`src/common/mult_pkg.sv`:
```
// Multiplier package with widths, payload structs and prefix cell functions
package mult_pkg;

  localparam int OPERAND_W = 16;
  localparam int PRODUCT_W = 2 * OPERAND_W;

  // Bit heap sizing for the reduction tree
  localparam int HEAP_H = OPERAND_W + 2;      // Tallest column plus room for a full adder window
  localparam int CSA_ROUNDS = 6;             // 16 -> 11 -> 8 -> 6 -> 4 -> 3 -> 2

  localparam int PREFIX_LVLS = 5;            // Spans 1, 2, 4, 8 and 16

  typedef logic [OPERAND_W-1:0] operand_t;
  typedef logic [PRODUCT_W-1:0] product_t;

  typedef struct packed {
    operand_t a;
    operand_t b;
  } mult_req_t;

  // The two rows add up to the product modulo 2**PRODUCT_W
  typedef struct packed {
    product_t sum_row;
    product_t carry_row;
  } csa_rows_t;

  typedef struct packed {
    product_t product;
  } mult_rsp_t;

  // Returns {g, p} of the merged group
  function automatic logic [1:0] black_cell(input logic g_hi, input logic p_hi,
                                            input logic g_lo, input logic p_lo);
    return {g_hi | (p_hi & g_lo), p_hi & p_lo};
  endfunction

  // Generate only, used once the lower group reaches bit 0
  function automatic logic grey_cell(input logic g_hi, input logic p_hi, input logic g_lo);
    return g_hi | (p_hi & g_lo);
  endfunction

endpackage
```
`src/hw/mult_top.sv`:
```
// Two stage multiplier, bit heap reduction before the register and prefix add after it
`timescale 1ns/1ps

module mult_top (
  input  logic                clk,
  input  logic                rst,
  input  logic                in_valid,
  output logic                in_ready,
  input  mult_pkg::mult_req_t in_req,
  output logic                out_valid,
  input  logic                out_ready,
  output mult_pkg::mult_rsp_t out_rsp
);
  import mult_pkg::*;

  csa_rows_t rows_d;
  csa_rows_t rows_q;
  logic      rows_valid;
  logic      rows_ready;
  mult_rsp_t prod_d;

  csa_tree u_csa (
    .req  (in_req),
    .rows (rows_d)
  );

  // Register boundary sits between the reduction and the carry propagate add
  pipe_stage #(.payload_t(csa_rows_t)) s1_rows (
    .clk      (clk),
    .rst      (rst),
    .up_valid (in_valid),
    .up_ready (in_ready),
    .up_data  (rows_d),
    .dn_valid (rows_valid),
    .dn_ready (rows_ready),
    .dn_data  (rows_q)
  );

  prefix_adder u_add (
    .rows (rows_q),
    .rsp  (prod_d)
  );

  pipe_stage #(.payload_t(mult_rsp_t)) s2_prod (
    .clk      (clk),
    .rst      (rst),
    .up_valid (rows_valid),
    .up_ready (rows_ready),
    .up_data  (prod_d),
    .dn_valid (out_valid),
    .dn_ready (out_ready),
    .dn_data  (out_rsp)
  );

  // An accepted input with the sink ready one cycle later is shown two cycles after entry
  a_latency: assert property (@(posedge clk) disable iff (rst)
    (in_valid && in_ready) ##1 out_ready |=> out_valid)
    else $error("mult_top: product missing two cycles after input");

endmodule

```
`src/multiplier/prefix_adder.sv`:
```
// Sparse tree prefix adder that sums the two reduced rows into the final product
`timescale 1ns/1ps

module prefix_adder (
  input  mult_pkg::csa_rows_t rows,
  output mult_pkg::mult_rsp_t rsp
);
  import mult_pkg::*;

  logic [PRODUCT_W-1:0] gen [PREFIX_LVLS];   // Level l covers bits i down to i - 2**l + 1
  logic [PRODUCT_W-1:0] prop [PREFIX_LVLS];
  product_t             carry;               // carry[i] is the carry out of bit i

  // Aligned group ending at bit i that does not yet reach bit 0
  function automatic logic is_node(input int i, input int l);
    return ((i + 1) % (1 << l) == 0) && ((1 << l) < i + 1);
  endfunction

  // Up-sweep of black cells over spans 2, 4, 8 and 16
  always_comb begin
    logic [1:0] gp;
    int         half;

    for (int l = 0; l < PREFIX_LVLS; l++) begin
      gen[l] = '0;
      prop[l] = '0;
    end
    gen[0] = rows.sum_row & rows.carry_row;
    prop[0] = rows.sum_row ^ rows.carry_row;

    for (int l = 1; l < PREFIX_LVLS; l++) begin
      half = 1 << (l - 1);
      for (int i = 0; i < PRODUCT_W; i++) begin
        if (is_node(i, l)) begin
          gp = black_cell(gen[l-1][i], prop[l-1][i], gen[l-1][i-half], prop[l-1][i-half]);
          gen[l][i] = gp[1];
          prop[l][i] = gp[0];
        end
      end
    end
  end

  // Grey cells join the widest group at bit i with the carry below it
  always_comb begin
    int lvl;

    carry = '0;
    carry[0] = gen[0][0];
    for (int i = 1; i < PRODUCT_W; i++) begin
      lvl = 0;
      for (int l = 1; l < PREFIX_LVLS; l++) begin
        if (is_node(i, l)) begin
          lvl = l;
        end
      end
      carry[i] = grey_cell(gen[lvl][i], prop[lvl][i], carry[i - (1 << lvl)]);
    end
  end

  // Carry out of bit 31 falls off the 32-bit product
  assign rsp.product = prop[0] ^ {carry[PRODUCT_W-2:0], 1'b0};

endmodule

```
`src/multiplier/csa_tree.sv`:
```
// AND array and full/half adder reduction of the partial product bit heap to two rows
`timescale 1ns/1ps

module csa_tree (
  input  mult_pkg::mult_req_t req,
  output mult_pkg::csa_rows_t rows
);
  import mult_pkg::*;

  always_comb begin
    logic [HEAP_H-1:0] heap [PRODUCT_W];     // heap[col] holds bits of weight 2**col
    logic [HEAP_H-1:0] nxt [PRODUCT_W];
    int                cnt [PRODUCT_W];
    int                ncnt [PRODUCT_W];
    logic              b0;
    logic              b1;
    logic              b2;

    for (int col = 0; col < PRODUCT_W; col++) begin
      heap[col] = '0;
      cnt[col] = 0;
    end

    // Partial product a[i] & b[j] lands in column i + j
    for (int i = 0; i < OPERAND_W; i++) begin
      for (int j = 0; j < OPERAND_W; j++) begin
        heap[i+j][cnt[i+j]] = req.a[i] & req.b[j];
        cnt[i+j] = cnt[i+j] + 1;
      end
    end

    // Each round compresses every column in groups of three
    for (int r = 0; r < CSA_ROUNDS; r++) begin
      for (int col = 0; col < PRODUCT_W; col++) begin
        nxt[col] = '0;
        ncnt[col] = 0;
      end

      for (int col = 0; col < PRODUCT_W; col++) begin
        for (int k = 0; k < HEAP_H - 2; k += 3) begin
          b0 = heap[col][k];
          b1 = heap[col][k+1];
          b2 = heap[col][k+2];
          if (k + 2 < cnt[col]) begin
            nxt[col][ncnt[col]] = b0 ^ b1 ^ b2;        // Full adder sum
            ncnt[col] = ncnt[col] + 1;
            if (col + 1 < PRODUCT_W) begin
              nxt[col+1][ncnt[col+1]] = (b0 & b1) | (b2 & (b0 ^ b1));
              ncnt[col+1] = ncnt[col+1] + 1;
            end
          end else if (k + 1 < cnt[col]) begin
            nxt[col][ncnt[col]] = b0 ^ b1;             // Half adder on the leftover pair
            ncnt[col] = ncnt[col] + 1;
            if (col + 1 < PRODUCT_W) begin
              nxt[col+1][ncnt[col+1]] = b0 & b1;
              ncnt[col+1] = ncnt[col+1] + 1;
            end
          end else if (k < cnt[col]) begin
            nxt[col][ncnt[col]] = b0;                  // Single bit passes to the next round
            ncnt[col] = ncnt[col] + 1;
          end
        end
      end

      // Carries out of the top column carry weight 2**32 and drop out
      heap = nxt;
      cnt = ncnt;
    end

    // At most two bits are left per column, unused slots read as zero
    for (int col = 0; col < PRODUCT_W; col++) begin
      rows.sum_row[col] = heap[col][0];
      rows.carry_row[col] = heap[col][1];
    end
  end

endmodule

```
`src/hw/pipe_stage.sv`:
```
// Single valid/ready register slice that holds one item of any payload type
`timescale 1ns/1ps

module pipe_stage #(
  parameter type payload_t = logic
) (
  input  logic     clk,
  input  logic     rst,
  input  logic     up_valid,
  output logic     up_ready,
  input  payload_t up_data,
  output logic     dn_valid,
  input  logic     dn_ready,
  output payload_t dn_data
);

  logic     full;
  payload_t data_q;

  // Free slot, or the held item leaves this cycle
  assign up_ready = !full || dn_ready;
  assign dn_valid = full;
  assign dn_data  = data_q;

  always_ff @(posedge clk) begin
    if (rst) begin
      full <= 1'b0;
    end else if (up_ready) begin
      full <= up_valid;
    end
  end

  always_ff @(posedge clk) begin
    if (up_valid && up_ready) begin
      data_q <= up_data;
    end
  end

  // A stalled item must stay put until the sink takes it
  a_hold: assert property (@(posedge clk) disable iff (rst)
    (dn_valid && !dn_ready) |=> (dn_valid && $stable(dn_data)))
    else $error("pipe_stage: output changed while stalled");

  a_known: assert property (@(posedge clk) disable iff (rst)
    !$isunknown(dn_valid))
    else $error("pipe_stage: dn_valid unknown");

endmodule

```
`config.mk`:
```
export PLATFORM = sky130hd
export DESIGN_NAME = mult_top
export DESIGN_NICKNAME = d
export VERILOG_FILES = /design/src/common/mult_pkg.sv /design/src/hw/mult_top.sv /design/src/multiplier/prefix_adder.sv /design/src/multiplier/csa_tree.sv /design/src/hw/pipe_stage.sv
export SDC_FILE = /design/constraint.sdc
export NUM_CORES = 1
export LEC_CHECK = 0
export ABC_AREA = 1
export BUFFER_PORTS_ARGS = -buffer_cell sky130_fd_sc_hd__buf_4
export CAP_MARGIN = 40
export CORE_UTILIZATION = 40
export DETAILED_ROUTE_END_ITERATION = 16
export PLACE_DENSITY = 0.69
export REMOVE_ABC_BUFFERS = 1
export SYNTH_ARGS = -nofsm -noshare
export SYNTH_HDL_FRONTEND = slang
export SYNTH_SLANG_ARGS = --single-unit
```
`constraint.sdc`:
```
create_clock -name clk -period 11.5 [get_ports clk]
set_input_delay 1.725 -clock clk [delete_from_list [all_inputs] [get_ports clk]]
set_output_delay 1.725 -clock clk [all_outputs]
set_load 0.05 [all_outputs]
```
==> results.md <==
- Share of synthesized area occupied by flip-flops and latches: 25.1%
- Fraction of power spent switching nets: between 40% and 50%
- Startpoint of the worst register-to-register path: s1_rows.dn_data[11]
- FF+latch count, synth: 91
- Clock slew seen by the registers of the worst setup and hold paths: ~0.070 ns
- Relative slew margins: a little over half
- Fraction of layout instances using a drive strength above 1: 9.45%
- Hold Buf Count CTS: 0
- First-pass GRT wire length: between 30 and 40 mm
- Drt drc: 4
- Hold Path Origin: s1_rows.dn_data[38]
- Area after DPL: 11600 µm²
- Worst clock skew on the final layout: about 0.0097 ns
- WHS Path Cells: 0
- Period Utilization, post-route: 43.9%
- CP startpoint kind: input pin
- Complex-gate fraction of the synthesized area: under 10%
- Leakage power total: approximately 0.006 µW
- Post-synth cell types: 26
- Number of optimization iterations in the first detailed-route pass: 11
- Internal power: approximately 1400 µW
- Final Routed Wirelength: ~21 mm
- Number of hold violations in the final report: 0
- Chip width: between 150 and 200 µm
- Placed cell count: ~1400
- Critical path type: in2reg
- Area of the multi-input gates: approximately 6800 µm²
- Synthesized-area fraction occupied by xor and xnor cells: around 1.2%
- Die extent in y: ~170 µm
- Post-CTS Repair Setup Buffers: 0
- Setup slack of the worst register-to-register path: 9.12 ns
- Number of core rows: 59
- Mapped Avg Cell Area: around 10 µm²
- Final standard cell count with taps included and fillers excluded: 1435
- Number of slew-limit violations in the final report: 0
- Max-cap violation count: 0
- Vias after detailed routing: 6786
- Core footprint: 26300 µm²
- Combinational cell fraction of total power: around three fifths
- Post-CTS sizing: 0
- Data required time at the worst endpoint: 11.57 ns
- Clock latency of the later-clocked register in the worst-skew pair: between 0.3 and 0.4 ns
- Effective utilization at floorplan: a little over 40%
- RSZ-0062 raised after global routing: false
- Global route total overflow: 0
- Final total negative setup slack: 0 ns
- Buffer type at the clock tree root: sky130_fd_sc_hd__clkbuf_16
- Run status: finished with violations
- Antenna diode instance count: 0
- Synth Area in Simple Gates: between 10% and 20%
- Synthesis-to-finish area growth: 9.56%
- Peak VDD IR: roughly 0.084 mV
- Number of clock sinks: 91
- DR WL/cell: about 15 µm
- Final Setup Violations: 0
- Commonest non-fill, non-tap cells in the layout: 281 x sky130_fd_sc_hd__inv_1, 281 x sky130_fd_sc_hd__nand2_1, 209 x sky130_fd_sc_hd__fa_1
- Worst slew pin tran: slightly below 0.7 ns
- Global placer's final weighted congestion: around 0.87
- Via/cell ratio: 4.73
- Depth of the worst register-to-register path: 15
- Maximum number of buffers from clock root to sink: 2
- Proportion of power drawn by flip-flops and latches: between 20% and 30%
- Adder and majority gate portion of the synthesized area: about half
- Design Power: 2360 µW
- Clk pwr share: around an eighth
- Clock tree from TritonCTS: yes
- CP arrival: ~5 ns
- Maximum number of pins on one net before global-route repair: between 50 and 60
- Total routing usage reported by global routing: around 16%
- Final Instance Area: ~12000 µm²
- Final Core Density: roughly 45%
- Type of the most critical hold path: reg2reg
- Netlist area before placement: 10800 µm²
- Remaining antenna violation count after routing: 0
- Clock buffers created by TritonCTS: 9
- Nature of the critical path endpoint: flop
- Cells after synthesis: between 1000 and 1500
- I/O pin count: 70
- Post-layout nets: 1436
- H-tree depth reported by CTS: 3
- Total number of yosys warnings: 0
- Initial antenna violation count: 0
- Area of the die: between 20000 and 30000 µm²
- Register Area: 2710 µm²
- Dominant combinational cell family by area after synthesis: adder cells
- Max Fclk: 0.198 GHz
- Final critical delay including setup and external delays: between 5 and 6 ns
- Number of global-route vias before repair: between 7000 and 8000
- Psw: between 900 and 1000 µW
- Count of fill cells added during filler insertion: about 2400
- Placed wire-length estimate: 16.8 mm
- Multiplexer share of the synthesized area: 0%
- Initial drt markers: between 400 and 500
- Max FO, Critical Path: 16
- CP Launch Point: in_req[16]
- Power Dens Cells: 199 nW/µm²
- Buffers added on ports: between 60 and 70
- Violated checks: design-rule violations
-- flip-flops by register name, summed over array words and instances (netlist names) --
register and flops:
s1_rows.dn_data 57, s1_rows.dn_valid 1, s2_prod.dn_data 32, s2_prod.dn_valid 1
-- final timing paths --
| check | end |
|---|---|
| min reg2reg | s2_prod.dn_data[6] |
| min | s2_prod.dn_data[6] |
| max | s1_rows.dn_data[16] |
| max reg2reg | s2_prod.dn_data[31] |
-- layout make-up --
type                    instances  area share [%]
flip-flops and latches         91            22.9
clock buffers                  10            1.93
multi-input cells             639            57.5
inverters                     283            8.96
clock inverters                 6           0.591
repair buffers                 71            4.60
well taps                     335            3.53
-- synth_stat cells --
master                       n  area, µm²
sky130_fd_sc_hd__a21o_1      1       7.51
sky130_fd_sc_hd__nand2_2     7       43.8
sky130_fd_sc_hd__nand4_1     1       6.26
sky130_fd_sc_hd__o21ai_0     1       5.00
sky130_fd_sc_hd__ha_1       96       1200
sky130_fd_sc_hd__a31o_2      1       8.76
sky130_fd_sc_hd__dfxtp_1     2       40.0
sky130_fd_sc_hd__fa_1      209       4180
sky130_fd_sc_hd__nand2_4     1       11.3
sky130_fd_sc_hd__nor2_1      4       15.0
sky130_fd_sc_hd__edfxtp_1   89       2670
sky130_fd_sc_hd__inv_2       1       3.75
sky130_fd_sc_hd__a21oi_1     8       40.0
sky130_fd_sc_hd__xor2_1      7       61.3
sky130_fd_sc_hd__nand3_1     5       25.0
sky130_fd_sc_hd__a21oi_2     2       17.5
sky130_fd_sc_hd__clkbuf_1   64        240
sky130_fd_sc_hd__nor2_2      1       6.26
sky130_fd_sc_hd__nand2_1   281       1050
sky130_fd_sc_hd__o21bai_2    1       11.3
sky130_fd_sc_hd__a31oi_1     2       12.5
sky130_fd_sc_hd__a211oi_1    1       7.51
sky130_fd_sc_hd__nor3_2      1       10.0
sky130_fd_sc_hd__nand3_2     1       10.0
sky130_fd_sc_hd__inv_1     282       1060
sky130_fd_sc_hd__xnor2_1     8       70.1
-- power groups by stage --
| stage | combinational, µW | clock (µW) | sequential, µW |
|---|---|---|---|
| floorplan | 862 | 0 | 811 |
| global placement | 1350 | 0 | 679 |
| detailed placement | 1390 | 0 | 682 |
| CTS | 1420 | 302 | 675 |
| global route | 1610 | 315 | 688 |
| finish | 1390 | 293 | 673 |
-- per-stage QoR --
stage          hold slack, ns  worst slack (ns)
2_1_floorplan           0.400              6.52
3_3_place_gp            0.405              6.19
3_5_place_dp            0.405              6.14
4_1_cts                 0.421              6.47
5_1_grt                 0.426              6.39
6_report                0.420              6.45
-- cell families after synthesis --
logic type      after synthesis
fa+ha+maj                   305
flops                        91
compound gates               17
buf+inv                     347
simple gates                302
xor+xnor                     15
-- metal layers --
metal | GRT usage, % | part of all wire [%] | up-vias
li1 | - | - | 3148
met1 | 22.9 | 46 | 3402
met2 | 26.7 | 46 | 209
met3 | 2.61 | 6.3 | 27
met4 | 4.59 | 1.3 | 0
met5 | 0 | 0 | -
-- critical path: stages --
cell and delay, ns:
sky130_fd_sc_hd__buf_4 0.22, sky130_fd_sc_hd__nand2_1 0.12, sky130_fd_sc_hd__fa_1 0.46, sky130_fd_sc_hd__fa_1 0.54
sky130_fd_sc_hd__inv_1 0.06, sky130_fd_sc_hd__fa_1 0.47, sky130_fd_sc_hd__fa_1 0.57, sky130_fd_sc_hd__fa_1 0.45
sky130_fd_sc_hd__fa_1 0.48
No activity file was read; power rests on OpenSTA's default activity.
